### src/include/busNet_macros.svh
`ifndef BUSNET_MACROS_SVH
`define BUSNET_MACROS_SVH

// Stations sharing the bus
`define NUM_STATIONS 16

// Payload word carried by each frame
`define DATA_WIDTH 64

// CRC-4 over dst and data, MSB first, init 0
`define CRC_WIDTH 4

// x^4 + x + 1 with the top term implied
`define CRC_POLY 4'h3

// src 4 + dst 4 + data 64 + crc 4
`define FRAME_BITS 76

`endif

### src/busPkg.sv
`include "busNet_macros.svh"

package busPkg;

	////////////////////////////////////////
	// Station numbering
	////////////////////////////////////////

	typedef logic [3:0] stationIdT;

	////////////////////////////////////////
	// CRC and frame layout
	////////////////////////////////////////

	typedef logic [`CRC_WIDTH-1:0] crcT;

	// Field order matches the order on the wire
	typedef struct packed {
		stationIdT src;
		stationIdT dst;
		logic [`DATA_WIDTH-1:0] data;
		crcT crc;
	} frameT;

endpackage

### src/frameIf.sv
`timescale 1ns/100ps

interface frameIf;
	import busPkg::*;

	// One-cycle strobe from the producer
	logic valid;
	frameT frame;
	// Level from the consumer, high from the cycle after a take
	logic busy;

	modport source (
		output valid,
		output frame,
		input  busy
	);

	modport sink (
		input  valid,
		input  frame,
		output busy
	);

endinterface

### src/busArbiter.sv
`timescale 1ns/100ps
`include "busNet_macros.svh"

module busArbiter (
	input  logic clock,
	input  logic rst,
	input  logic [`NUM_STATIONS-1:0] mod,
	input  logic [`NUM_STATIONS-1:0][`DATA_WIDTH-1:0] stationData,
	input  busPkg::stationIdT [`NUM_STATIONS-1:0] stationDst,
	input  busPkg::crcT [`NUM_STATIONS-1:0] stationCrc,
	frameIf.source grantOut
);
	import busPkg::*;

	logic [`NUM_STATIONS-1:0] pending;
	logic [`NUM_STATIONS-1:0] grantMask;
	stationIdT lastGrant;
	stationIdT nextId;
	stationIdT cand;
	logic found;
	logic grantEn;

	////////////////////////////////////////
	// Round-robin search
	////////////////////////////////////////

	// Starts one past the last granted station and wraps
	always_comb begin
		found = 1'b0;
		nextId = lastGrant;
		cand = lastGrant;
		for (int i = 1; i <= `NUM_STATIONS; i++) begin
			cand = stationIdT'(lastGrant + i);
			if (!found && pending[cand]) begin
				found = 1'b1;
				nextId = cand;
			end
		end
	end

	// No grant while the strobe is still out, the sink only raises busy next cycle
	assign grantEn = found && !grantOut.busy && !grantOut.valid;

	always_comb begin
		grantMask = '0;
		if (grantEn)
			grantMask[nextId] = 1'b1;
	end

	////////////////////////////////////////
	// Pending bits, pointer and strobe
	////////////////////////////////////////

	always_ff @(posedge clock) begin
		if (rst) begin
			pending <= '0;
			// Station 0 comes first after reset
			lastGrant <= stationIdT'(`NUM_STATIONS - 1);
			grantOut.valid <= 1'b0;
		end else begin
			// A new request wins over the clear of the same bit
			pending <= (pending & ~grantMask) | mod;
			grantOut.valid <= grantEn;
			if (grantEn)
				lastGrant <= nextId;
		end
	end

	// Frame sampled from the granted station
	always_ff @(posedge clock) begin
		if (grantEn) begin
			grantOut.frame.src <= nextId;
			grantOut.frame.dst <= stationDst[nextId];
			grantOut.frame.data <= stationData[nextId];
			grantOut.frame.crc <= stationCrc[nextId];
		end
	end

	// Checker must never see a strobe while it is still working
	validOnlyWhenFree: assert property (@(posedge clock) disable iff (rst)
		$rose(grantOut.valid) |-> !grantOut.busy);

endmodule

### src/busNetTop.sv
`timescale 1ns/100ps
`include "busNet_macros.svh"

module busNetTop (
	input  logic clock,
	input  logic rst,
	input  logic [`NUM_STATIONS-1:0] mod,
	input  logic [`NUM_STATIONS-1:0][`DATA_WIDTH-1:0] stationData,
	input  busPkg::stationIdT [`NUM_STATIONS-1:0] stationDst,
	input  busPkg::crcT [`NUM_STATIONS-1:0] stationCrc,
	output logic busShow,
	output logic rxValid,
	output busPkg::stationIdT rxSrc,
	output busPkg::stationIdT rxDst,
	output logic [`DATA_WIDTH-1:0] rxData,
	output logic [7:0] crcErrCount
);

	////////////////////////////////////////
	// Internal frame links
	////////////////////////////////////////

	// Arbiter to checker
	frameIf grantIf ();
	// Checker to serializer
	frameIf checkedIf ();

	busArbiter arbiter (
		.clock(clock),
		.rst(rst),
		.mod(mod),
		.stationData(stationData),
		.stationDst(stationDst),
		.stationCrc(stationCrc),
		.grantOut(grantIf.source)
	);

	crcChecker crcCheck (
		.clock(clock),
		.rst(rst),
		.frameIn(grantIf.sink),
		.frameOut(checkedIf.source),
		.crcErrCount(crcErrCount)
	);

	////////////////////////////////////////
	// Serial bus and listening station
	////////////////////////////////////////

	frameSerializer serializer (
		.clock(clock),
		.rst(rst),
		.frameIn(checkedIf.sink),
		.busShow(busShow)
	);

	busReceiver receiver (
		.clock(clock),
		.rst(rst),
		.busShow(busShow),
		.rxValid(rxValid),
		.rxSrc(rxSrc),
		.rxDst(rxDst),
		.rxData(rxData)
	);

endmodule

### src/busReceiver.sv
`timescale 1ns/100ps
`include "busNet_macros.svh"

module busReceiver (
	input  logic clock,
	input  logic rst,
	input  logic busShow,
	output logic rxValid,
	output busPkg::stationIdT rxSrc,
	output busPkg::stationIdT rxDst,
	output logic [`DATA_WIDTH-1:0] rxData
);
	import busPkg::*;

	logic receiving;
	logic [6:0] bitCnt;
	logic [`FRAME_BITS-1:0] shiftReg;
	frameT rxFrame;

	// Fields hold after the last bit until the next frame
	assign rxFrame = frameT'(shiftReg);
	assign rxSrc = rxFrame.src;
	assign rxDst = rxFrame.dst;
	assign rxData = rxFrame.data;

	////////////////////////////////////////
	// Start detect and bit collection
	////////////////////////////////////////

	always_ff @(posedge clock) begin
		if (rst) begin
			receiving <= 1'b0;
			bitCnt <= '0;
			rxValid <= 1'b0;
		end else begin
			rxValid <= 1'b0;
			if (!receiving) begin
				if (busShow) begin
					receiving <= 1'b1;
					bitCnt <= '0;
				end
			end else begin
				bitCnt <= bitCnt + 7'd1;
				if (bitCnt == 7'(`FRAME_BITS - 1)) begin
					receiving <= 1'b0;
					rxValid <= 1'b1;
				end
			end
		end
	end

	// Frame bits in arrival order
	always_ff @(posedge clock) begin
		if (receiving)
			shiftReg <= {shiftReg[`FRAME_BITS-2:0], busShow};
	end

	// Line back at 0 after the last bit so the next start is seen
	noStartWhileReceiving: assert property (@(posedge clock) disable iff (rst)
		(receiving && bitCnt == 7'(`FRAME_BITS - 1)) |=> !busShow);

endmodule

### src/crcChecker.sv
`timescale 1ns/100ps
`include "busNet_macros.svh"

module crcChecker #(
	// Nibbles over dst and data
	parameter int NibbleCount = ($bits(busPkg::frameT) - $bits(busPkg::stationIdT)
		- $bits(busPkg::crcT)) / 4
) (
	input  logic clock,
	input  logic rst,
	frameIf.sink frameIn,
	frameIf.source frameOut,
	output logic [7:0] crcErrCount
);
	import busPkg::*;

	typedef enum logic [1:0] {
		Idle,
		Calc,
		Check
	} stateT;

	stateT state;
	frameT held;
	crcT crcAcc;
	logic [4:0] nibCnt;
	logic [4*NibbleCount-1:0] covered;
	logic [3:0] nibble;

	// Four serial LFSR steps, MSB of the nibble first
	function automatic crcT crcNibble(crcT c, logic [3:0] nib);
		crcT r;
		logic fb;
		r = c;
		for (int b = 3; b >= 0; b--) begin
			fb = r[`CRC_WIDTH-1] ^ nib[b];
			r = {r[`CRC_WIDTH-2:0], 1'b0} ^ (fb ? `CRC_POLY : '0);
		end
		return r;
	endfunction

	assign covered = {held.dst, held.data};
	assign nibble = covered[4*NibbleCount - 1 - 4*nibCnt -: 4];

	// Busy through the calculation and any wait on the serializer
	assign frameIn.busy = (state != Idle);
	assign frameOut.frame = held;

	////////////////////////////////////////
	// Check FSM
	////////////////////////////////////////

	always_ff @(posedge clock) begin
		if (rst) begin
			state <= Idle;
			crcAcc <= '0;
			nibCnt <= '0;
			frameOut.valid <= 1'b0;
			crcErrCount <= '0;
		end else begin
			frameOut.valid <= 1'b0;
			case (state)
				Idle: begin
					if (frameIn.valid) begin
						crcAcc <= '0;
						nibCnt <= '0;
						state <= Calc;
					end
				end
				Calc: begin
					crcAcc <= crcNibble(crcAcc, nibble);
					nibCnt <= nibCnt + 5'd1;
					if (nibCnt == 5'(NibbleCount - 1))
						state <= Check;
				end
				Check: begin
					if (crcAcc != held.crc) begin
						// Dropped frame, counter sticks at the top
						if (crcErrCount != 8'hFF)
							crcErrCount <= crcErrCount + 8'd1;
						state <= Idle;
					end else if (!frameOut.busy) begin
						frameOut.valid <= 1'b1;
						state <= Idle;
					end
				end
				default: state <= Idle;
			endcase
		end
	end

	always_ff @(posedge clock) begin
		if (state == Idle && frameIn.valid)
			held <= frameIn.frame;
	end

	nibbleCountInRange: assert property (@(posedge clock) disable iff (rst)
		nibCnt <= 5'(NibbleCount));

endmodule

### src/frameSerializer.sv
`timescale 1ns/100ps
`include "busNet_macros.svh"

module frameSerializer (
	input  logic clock,
	input  logic rst,
	frameIf.sink frameIn,
	output logic busShow
);

	// Start bit on top of the frame
	logic [`FRAME_BITS:0] shiftReg;
	logic [6:0] bitCnt;
	logic take;

	assign take = frameIn.valid && !frameIn.busy;

	// High through the last frame bit
	assign frameIn.busy = (bitCnt != 7'd0);

	// Zeros shift in behind the frame, so the line drops on its own
	assign busShow = shiftReg[`FRAME_BITS];

	////////////////////////////////////////
	// Shift and count
	////////////////////////////////////////

	always_ff @(posedge clock) begin
		if (rst) begin
			shiftReg <= '0;
			bitCnt <= '0;
		end else if (take) begin
			shiftReg <= {1'b1, frameIn.frame};
			bitCnt <= 7'(`FRAME_BITS + 1);
		end else if (bitCnt != 7'd0) begin
			shiftReg <= {shiftReg[`FRAME_BITS-1:0], 1'b0};
			bitCnt <= bitCnt - 7'd1;
		end
	end

	// Nothing stays on the wire once the frame is out
	idleLineLow: assert property (@(posedge clock) disable iff (rst)
		(bitCnt == 7'd0) |-> !busShow);

endmodule
### config.mk
export PLATFORM = sky130hd
export DESIGN_NAME = busNetTop
export DESIGN_NICKNAME = d
export VERILOG_FILES = /design/src/busPkg.sv /design/src/frameIf.sv /design/src/busArbiter.sv /design/src/busNetTop.sv /design/src/busReceiver.sv /design/src/crcChecker.sv /design/src/frameSerializer.sv
export VERILOG_INCLUDE_DIRS = /design/src /design/src/include
export SDC_FILE = /design/constraint.sdc
export NUM_CORES = 1
export LEC_CHECK = 0
export ABC_AREA = 1
export BUFFER_PORTS_ARGS = -buffer_cell sky130_fd_sc_hd__buf_4
export CAP_MARGIN = 30
export CORE_AREA = 4 4 490 492
export CTS_CLUSTER_DIAMETER = 120
export CTS_CLUSTER_SIZE = 14
export DETAILED_ROUTE_END_ITERATION = 6
export DIE_AREA = 0 0 494 496
export GPL_TIMING_DRIVEN = 0
export HOLD_SLACK_MARGIN = 0.05
export MAX_ROUTING_LAYER = met4
export SKIP_CTS_REPAIR_TIMING = 1
export SYNTH_ARGS = -nofsm -noshare
export SYNTH_HDL_FRONTEND = slang
export SYNTH_HIERARCHICAL = 1
export SYNTH_SLANG_ARGS = --single-unit
export TNS_END_PERCENT = 50
### constraint.sdc
create_clock -name clock -period 4.5 [get_ports clock]
set_clock_uncertainty 0.15 [all_clocks]
set_input_delay 0 -clock clock [delete_from_list [all_inputs] [get_ports clock]]
set_output_delay 0 -clock clock [all_outputs]
set_load 0.02 [all_outputs]
# ---- Word level (Yosys, flattened, before mapping)
# Index checks and enable logic that the tools add are counted.
# W data, S select, Z words.
dict set report totals {
  regBits 362
  wordCells 232
}
dict set report op_classes {
  addsub 21
  magnitude_cmp 18
  eq_ne 9
  n_shift 1
  mux 97
  bitwise_logic 13
  n_reduce_logical 50
}
# cell n
set op_table {}
lappend op_table {{$bmux W64 S4} 1}
lappend op_table {{$mux W77} 2}
lappend op_table {{$lt A4 B5 Y1 const B} 17}
lappend op_table {{$mux W4} 19}
lappend op_table {{$shiftx A71 B33 Y4} 1}
lappend op_table {{$bmux W1 S4} 16}
lappend op_table {{$mux W64} 1}
lappend op_table {{$mux W1} 38}
lappend op_table {{$add A4 B4 Y4 const B} 8}
lappend op_table {{$bmux W4 S4} 2}
lappend op_table {{$mux W7} 4}
lappend op_table {{$logic_and A1 B1 Y1} 20}
lappend op_table {{$logic_not A1 Y1} 18}
lappend op_table {{$add A4 B3 Y4 const B} 4}
lappend op_table {{$and A16 B16 Y16} 1}
lappend op_table {{$mux W16} 1}
lappend op_table {{$mux W2} 8}
lappend op_table {{$not A16 Y16} 1}
lappend op_table {{$or A16 B16 Y16} 1}
lappend op_table {{$xor A4 B4 Y4} 4}
lappend op_table {{$pmux W5 S2} 1}
lappend op_table {{$add A4 B1 Y4 const B} 2}
lappend op_table {{$add A4 B2 Y4 const B} 2}
lappend op_table {{$add A8 B1 Y8 const B} 1}
lappend op_table {{27 further kinds} 36}

# ---- Longest topological paths before layout
# Gate-level depths: netlist of the first run.
dict set report depth {
  ltp_word 57
  depth_mapped 34
  ltp_nobuf 30
}

# ---- Modules after synthesis
# Netlist of the first run, hierarchy kept.
# mod instances cells_per_inst area_per_inst_um2 seq_area_each_um2
set modules_own_cells {}
lappend modules_own_cells {busArbiter 1 4065 18706.7 2702.6}
lappend modules_own_cells {frameSerializer 1 638 4346.7 1681.6}
lappend modules_own_cells {crcChecker 1 397 4239.1 2682.6}
lappend modules_own_cells {busReceiver 1 214 3266.9 2462.4}

# ---- Worst setup path after synthesis of the first run
# No wires, ideal clock.
dict set report synth_path {
  path_kind {flip-flop to flip-flop}
  start {register arbiter.lastGrant[1]}
  end {register arbiter.pending[13]}
  setup_ns 0.128
  arrival_time_ns 4.730
  slack_ns -0.508
  stages_incl_launch_ff 26
  n_path_buf 2
  synth_period_minus_slack_ns 5.008
  path_cell_list {dfxtp_1 inv_1 buf_2 ha_1 inv_1 buf_2 nand3_1 nand3_1 nand2_1 nand2_1 nand2_2 inv_2 nand4_2 nor2_4 nand4_4 nor2_4 nand3_2 nor2_4 nand4_1 nand2_1 inv_1 nand2_1 nor2_1 nand3_1 a21oi_1 nor2_1}
}
dict set report synth_between {
  word_cells_on_any_way 121
}
# element line
set synth_rtl {}
lappend synth_rtl {{start: declaration} busArbiter.sv:17} ;# stationIdT lastGrant;
lappend synth_rtl {{start signal: assignment} busArbiter.sv:58} ;# lastGrant <= stationIdT'(`NUM_STATIONS - 1);
lappend synth_rtl {{start signal: assignment} busArbiter.sv:65} ;# lastGrant <= nextId;
lappend synth_rtl {{$add A4 B1 Y4} busArbiter.sv:33} ;# cand = stationIdT'(lastGrant + i);
lappend synth_rtl {{$bmux W1 S4} busArbiter.sv:34} ;# if (!found && pending[cand]) begin
lappend synth_rtl {{$mux W1 (implied by the code)} busArbiter.sv:34}
lappend synth_rtl {{$mux W1} busArbiter.sv:34}
lappend synth_rtl {{$logic_not A1 Y1} busArbiter.sv:34}
lappend synth_rtl {{$logic_and A1 B1 Y1} busArbiter.sv:34}
lappend synth_rtl {{$mux W1} busArbiter.sv:34}
lappend synth_rtl {{$logic_not A1 Y1} busArbiter.sv:34}
lappend synth_rtl {{(+39 left out)} -}
lappend synth_rtl {{$logic_and A1 B1 Y1} busArbiter.sv:34}
lappend synth_rtl {{$mux W1 *} busArbiter.sv:34}
lappend synth_rtl {{$logic_and A1 B1 Y1 * (2 in series)} busArbiter.sv:42} ;# assign grantEn = found && !grantOut.busy && !grantOut.valid;
lappend synth_rtl {{via arbiter.grantEn} busArbiter.sv:21} ;# logic grantEn;
lappend synth_rtl {{$mux W16 *} busArbiter.sv:46} ;# if (grantEn)
lappend synth_rtl {{$not A16 Y16 *} busArbiter.sv:62} ;# pending <= (pending & ~grantMask) | mod;
lappend synth_rtl {{$and A16 B16 Y16 *} busArbiter.sv:62}
lappend synth_rtl {{$or A16 B16 Y16 *} busArbiter.sv:62}
lappend synth_rtl {{end signal: assignment} busArbiter.sv:62}
lappend synth_rtl {{end: declaration} busArbiter.sv:15} ;# logic [`NUM_STATIONS-1:0] pending;
# Mark *: on every way through the listed nets, which the timed path passes. The rest lies on a longest branch. The select of a mux whose other input is x is not followed.
# A chain may end at the register's enable or synchronous reset.

# ---- Final worst setup path of the first run
dict set report layout_path {
  start {register arbiter.lastGrant[1]}
  end {register, netlist name arbiter/grantOut.frame[16]}
}
dict set report layout_between {
  elab_chain_len 51
  word_cells_on_any_way 111
}
# element line
set layout_rtl {}
lappend layout_rtl {{$add A4 B1 Y4} busArbiter.sv:33}
lappend layout_rtl {{$bmux W1 S4} busArbiter.sv:34}
lappend layout_rtl {{$mux W1 (implied by the code)} busArbiter.sv:34}
lappend layout_rtl {{$mux W1} busArbiter.sv:34}
lappend layout_rtl {{$logic_not A1 Y1} busArbiter.sv:34}
lappend layout_rtl {{$logic_and A1 B1 Y1} busArbiter.sv:34}
lappend layout_rtl {{$mux W1} busArbiter.sv:34}
lappend layout_rtl {{$logic_not A1 Y1} busArbiter.sv:34}
lappend layout_rtl {{(+35 left out)} -}
lappend layout_rtl {{$logic_not A1 Y1} busArbiter.sv:34}
lappend layout_rtl {{$logic_and A1 B1 Y1} busArbiter.sv:34}
lappend layout_rtl {{$mux W1} busArbiter.sv:34}
lappend layout_rtl {{$logic_not A1 Y1} busArbiter.sv:34}
lappend layout_rtl {{$logic_and A1 B1 Y1} busArbiter.sv:34}
lappend layout_rtl {{$mux W4 *} busArbiter.sv:34}
lappend layout_rtl {{$bmux W64 S4 *} busArbiter.sv:74} ;# grantOut.frame.data <= stationData[nextId];
lappend layout_rtl {{$mux W64 (implied by the code) *} busArbiter.sv:74}
# Every way passes the cells marked *; elsewhere a longest branch is shown, timed or not. The select of a mux whose other input is x is not followed.

==> results of run 1 <==
## per-layer routing
layer  global-route usage, %  vias up  part of all wire (%)
met1                    26.9    21000                    42
met5                       -        -                     0
met2                    33.0     2600                    45
li1                        -    20900                     -
met4                    7.59        0                   5.5
met3                    3.59      698                   7.4
## path summary, 6_finish.rpt
check,startpoint,endpoint,slack (ns),depth (start not counted)
worst max-delay path,arbiter/lastGrant[1],arbiter/grantOut.frame[16],-0.31,32
worst min-delay path,stationData[221],arbiter/grantOut.frame[33],-0.07,9
worst max register to register,arbiter/lastGrant[1],arbiter/grantOut.frame[16],-0.31,32
worst min register to register,arbiter/grantOut.frame[29],crcCheck/frameOut.frame[29],0.26,0
## cell type report
class	instances	area, um^2
fillers	25900	176000
multi-input cells	4376	20800
repair buffers	2211	19500
flip-flops and latches	362	9540
well taps	3150	3940
plain buffers	388	3890
clock buffers	53	847
inverters	187	729
diodes	118	295
clock inverters	3	33.8
## kinds of logic after synthesis
group | count (synthesis) | synth area share (%)
AND/OR/NAND/NOR | 4226 | 54.6
buffers and inverters | 577 | 10.9
flip-flops | 362 | 31.2
AO/OA/AOI/OAI | 119 | 2.26
XOR/XNOR | 15 | 0.504
adder cells (fa/ha/maj) | 15 | 0.614
## placed cells by master, fill, tap and decap left out, drive strengths merged
master,count
nor3,7
xnor2,7
dlygate4sd3,859
xor2,8
nor4,3
or2,7
o21bai,2
inv,187
clkbuf,135
and3,1
nand3,374
or3b,1
nor2,121
o21ai,45
dfxtp,134
o211ai,9
a21boi,2
clkinv,1
edfxtp,228
nand3b,2
a211oi,2
nor3b,2
a21oi,52
ha,15
clkinvlp,2
a221oi,1
a31oi,2
nand4,16
nand2,3693
buf,1658
o21a,4
diode,118
## worst register-to-register path, delay by kind of cell (launching register included)
kind                     cells  cell delay (ns)
AND/OR/NAND/NOR             22             2.50
flip-flops                   1             0.41
adder cells (fa/ha/maj)      1             0.27
buffers and inverters        9             1.22
## state kept, by name, indices dropped and copies added, names as in the netlist, 2 cells and up
register and count:
arbiter/lastGrant 4, receiver/rxFrame 76, crcCheck/nibCnt 5, arbiter/pending 16
serializer/bitCnt 7, arbiter/grantOut.frame 76, crcCheck/crcAcc 4, crcCheck/frameOut.frame 76
crcCheck/crcErrCount 8, crcCheck/state 2, serializer/shiftReg 77, receiver/bitCnt 7
## per-stage QoR
| step | utilization (%) | cells | setup TNS (ns) | hold WS (ns) |
|---|---|---|---|---|
| floorplan | - | 5314 | 0 | -0.0809 |
| global placement | 18.7 | 9715 | -258.69 | 0.0627 |
| detailed placement | 18.8 | 9723 | -117.58 | 0.0718 |
| CTS | 19.1 | 9779 | -124.57 | -0.617 |
| global route | 25.3 | 10800 | -31.26 | 0.0334 |
| finish | 25.4 | 10800 | -16.11 | -0.0655 |
==> results.cfg, run 1 <==
[status]
status = finished with violations
violations = design-rule violations, negative hold slack, negative setup slack

[drt]
ant_nets = 0
routed_wl_um = 286000
route.detailed.drc = 1
vias = 45300
drt_iter0_drc = 4267
via_per_inst = 4.17
first_pass_iters = 7
wire_per_inst_um = 26.3

[sta]
clock.fmax_mhz = 208
slew_headroom_pct = 34.7
post-route-period-util_pct = 107
finalHoldViolCount = 11
worst_slack_ns = -0.309
holdWs_ns = -0.0655
drv_slew = 0
worst_pin_slew_ns = 0.979
rsz0062_at_grt = yes
fin_crit_ns = 4.81
setup_viol = 79

[yosys]
synth_area_per_cell_um2 = 5.75
synth_async_sr_flop_share_pct = 0
ys_ff_latch = 362
synth-edff-count = 228
synth_top_area_share_pct = 45.0
yosys_warnings = 6
netlist_area_um2 = 30600
syn_inst = 5314
synth_ff_type = edfxtp_1
yosysTopAreaCell = nand2_1
synthTopCellsByCount = nand2_1 (3667), nand3_1 (362), edfxtp_1 (228)
seq_area_frac_synth_pct = 31.2
synthTopCellsByArea = nand2_1 (45%), edfxtp_1 (22%), dfxtp_1 (8.8%)
ys_types = 50
synth_nets = 6499
yosysMostFrequentCell = nand2_1

[critical_path]
cp.arrival_ns = 5.02
crit_type = reg -> reg
cp-end-kind = flop
critPathMaxStageDelay_ns = 0.41
cpMostUsedCell = nand2_2
path_delay_family = simple AND/OR/NAND/NOR gates
crit_required_ns = 4.71
crit_slowest_cell = dfxtp_4
cp_max_fo = 9
crit_buf_inv = 9
startpoint_type = flop

[cells_and_area]
drive_gt1_share_pct = 33.2
final_nets = 8741
final_cell_area_um2 = 59700
syn_to_final_growth_pct = 95.2

[cts]
clkTransAtPathRegs_ns = 0.08
h-tree-depth = 1
numCtsBuffers = 30
cts_sinks = 362
clock_latency_ns = 0.62
cts_tree = yes
cts-root-buf = clkbuf_16
clock_path_buffers = 3

[placed_design]
portBuffers = 1251
hpwl_um = 231000
place_congestion = 0.989
dpl_cell_area_um2 = 44100
dp_worst_setup_slack_ns = -1.61

[die]
dieWidth_um = 494
initial_utilization_pct = 13.0
ios = 1252
core_area_um2 = 235000
dieArea_um2 = 245000
std_cell_rows = 178
die_y_um = 496

[hold_path]
hp-class = in -> reg

[global_routing]
grt_usage_pct = 20.9
antenna_found_initial = 156
grt_max_degree = 70
grt_pass1_vias = 37400
grt_pass1_wl_um = 335000
grt-ovfl-total = 0

[job]
cap_violations = 0
Power of run 1 is not shown: default switching activity piles up to over one toggle a cycle in this logic, so the estimate is an artifact.
==> run 2: changes to the inputs <==
--- a/config.mk
+++ b/config.mk
@@ -6,14 +6,13 @@
 export SDC_FILE = /design/constraint.sdc
 export NUM_CORES = 1
 export LEC_CHECK = 0
-export ABC_AREA = 1
 export BUFFER_PORTS_ARGS = -buffer_cell sky130_fd_sc_hd__buf_4
 export CAP_MARGIN = 30
-export CORE_AREA = 4 4 490 492
+export CORE_AREA = 4 4 484 486
 export CTS_CLUSTER_DIAMETER = 120
 export CTS_CLUSTER_SIZE = 14
 export DETAILED_ROUTE_END_ITERATION = 6
-export DIE_AREA = 0 0 494 496
+export DIE_AREA = 0 0 488 490
 export GPL_TIMING_DRIVEN = 0
 export HOLD_SLACK_MARGIN = 0.05
 export MAX_ROUTING_LAYER = met4
==> results.cfg, run 2 <==
[global_routing]
grt_max_degree = 67
grt-ovfl-total = 0
grt_usage_pct = 22.8
grt_pass1_vias = 33900
grt_pass1_wl_um = 348000
antenna_found_initial = 200

[drt]
vias = 40700
drt_iter0_drc = 4222
ant_nets = 0
routed_wl_um = 297000
wire_per_inst_um = 33.1
via_per_inst = 4.53
route.detailed.drc = 0
first_pass_iters = 5

[sta]
fin_crit_ns = 6.39
slew_headroom_pct = 34.4
post-route-period-util_pct = 142
worst_slack_ns = -1.89
finalHoldViolCount = 1
rsz0062_at_grt = yes
drv_slew = 0
clock.fmax_mhz = 157
holdWs_ns = -0.0165
setup_viol = 172
worst_pin_slew_ns = 0.984

[yosys]
yosys_warnings = 6
synthTopCellsByArea = edfxtp_1 (25%), nand2_1 (11%), nand3_1 (11%)
ys_ff_latch = 362
synth_area_per_cell_um2 = 8.37
yosysTopAreaCell = edfxtp_1
syn_inst = 3276
synth_ff_type = edfxtp_1
yosysMostFrequentCell = nand2_1
synth_nets = 4461
seq_area_frac_synth_pct = 34.8
synth_top_area_share_pct = 25.0
synthTopCellsByCount = nand2_1 (808), nand3_1 (578), edfxtp_1 (228)
synth_async_sr_flop_share_pct = 0
synth-edff-count = 228
netlist_area_um2 = 27400
ys_types = 93

[hold_path]
min_path_cells = 5
min_from = stationData[527]
hp-class = in -> reg

[cts]
h-tree-depth = 1
cts_sinks = 362
clkTransAtPathRegs_ns = 0.09
clock_path_buffers = 3
clock_latency_ns = 0.67
cts-root-buf = clkbuf_16
numCtsBuffers = 31
cts_tree = yes

[critical_path]
cp.arrival_ns = 6.65
cpMostUsedCell = buf_12
cp_max_fo = 10
crit_slowest_cell = mux4_2
cp-end-kind = flop
crit_start = arbiter/lastGrant[1]
crit_type = reg -> reg
crit_required_ns = 4.77
path_cells = buf_12, buf_12, clkbuf_16, clkinvlp_4, ha_4, buf_12, mux2_4, mux4_2, mux2_4, nor4_4, buf_4, nand4_1, nor3_2, o31a_1, or2_4, buf_12, buf_4, buf_4, mux2i_1, mux2i_1, o22ai_4, nor3_2
reg2reg_depth = 22
critPathMaxStageDelay_ns = 0.56
worstReg2RegStart = arbiter/lastGrant[1]
startpoint_type = flop

[cells_and_area]
drive_gt1_share_pct = 38.4
mostFrequentLayoutCells = buf_4 (1445), dlygate4sd3_1 (1016), nand2_1 (752)
final_common_cell = buf_4
final_nets = 6945
regMostFlops = serializer/shiftReg
syn_to_final_growth_pct = 111
largest_register_ffs = 77
final_cell_area_um2 = 57800

[status]
status = finished with violations
violations = negative hold slack, negative setup slack

[die]
ios = 1252
std_cell_rows = 176
dieWidth_um = 488
dieArea_um2 = 239000
initial_utilization_pct = 11.9
core_area_um2 = 230000
die_y_um = 490

[job]
cap_violations = 0

[placed_design]
place_congestion = 1.02
portBuffers = 1251
dp_worst_setup_slack_ns = -4.11
hpwl_um = 244000
dpl_cell_area_um2 = 41400
run 2: changes by cell type after synthesis, moves of 27 or more:
| cell | before | now |
|---|---|---|
| a221o_1 | 0 | 27 |
| nand3_1 | 362 | 578 |
| inv_1 | 169 | 27 |
| nand4_1 | 14 | 48 |
| buf_2 | 195 | 103 |
| a21oi_1 | 45 | 193 |
| nand2_1 | 3667 | 808 |
| nor2_1 | 109 | 75 |
| mux2i_1 | 0 | 172 |
| buf_6 | 49 | 18 |
| clkbuf_1 | 24 | 120 |
| a211oi_1 | 2 | 94 |
| mux4_2 | 0 | 82 |
run 2: cells by family (layout without fill, tap and decap cells):
logic type | after synthesis | in the layout | share of synthesized area (%)
AND/OR/NAND/NOR | 1654 | 1654 | 27.5
AO/OA/AOI/OAI | 540 | 540 | 13.5
buffers and inverters | 385 | 2890 | 7.60
flip-flops | 362 | 362 | 34.8
multiplexers | 288 | 289 | 14.8
XOR/XNOR | 32 | 32 | 1.18
adder cells (fa/ha/maj) | 15 | 15 | 0.685
other | 0 | 163 | 0
run 2: metal layers:
layer  wire length, um  vias to the layer above  GRT usage [%]
met5                 0                        -              -
met3             28900                      735           8.31
met2            131000                     3012           34.5
met1            117000                    19700           26.6
li1                  -                    17200              -
met4             20600                        0           10.9
run 2: final timing paths:
check / to / slack [ns]
max: arbiter/grantOut.frame[48] / -1.89
min: arbiter/grantOut.frame[19] / -0.02
min reg2reg: receiver/rxFrame[3] / 0.26
max reg2reg: arbiter/grantOut.frame[48] / -1.89
run 2: area by class of cell:
| class | instances | area [um^2] |
|---|---|---|
| clock buffer | 50 | 847 |
| antenna | 163 | 408 |
| tap | 3026 | 3790 |
| sequential | 362 | 9540 |
| buffer | 348 | 3300 |
| fill | 24600 | 172000 |
| multi-input combinational | 2530 | 17800 |
| inverter | 34 | 173 |
| timing repair buffer | 2453 | 21900 |
| clock inverter | 5 | 60.1 |
run 2: worst max-delay path: cells and delay by family (launching register included):
kind                     cells  cell delay (ns)
multiplexers                 5             1.64
buffers and inverters        9             1.88
flip-flops                   1             0.41
adder cells (fa/ha/maj)      1             0.38
AND/OR/NAND/NOR              5             1.24
AO/OA/AOI/OAI                2             0.38
run 2: stage by stage:
step           instances  utilization (%)  TNS [ns]
2_1_floorplan       3276                -    -81.72
3_3_place_gp        7553             17.7   -641.63
3_5_place_dp        7595             18.0   -414.87
4_1_cts             7650             18.4   -425.02
5_1_grt             8943             25.2   -183.80
6_report            8971             25.2   -176.19
Power of run 2 is left out for the same reason.
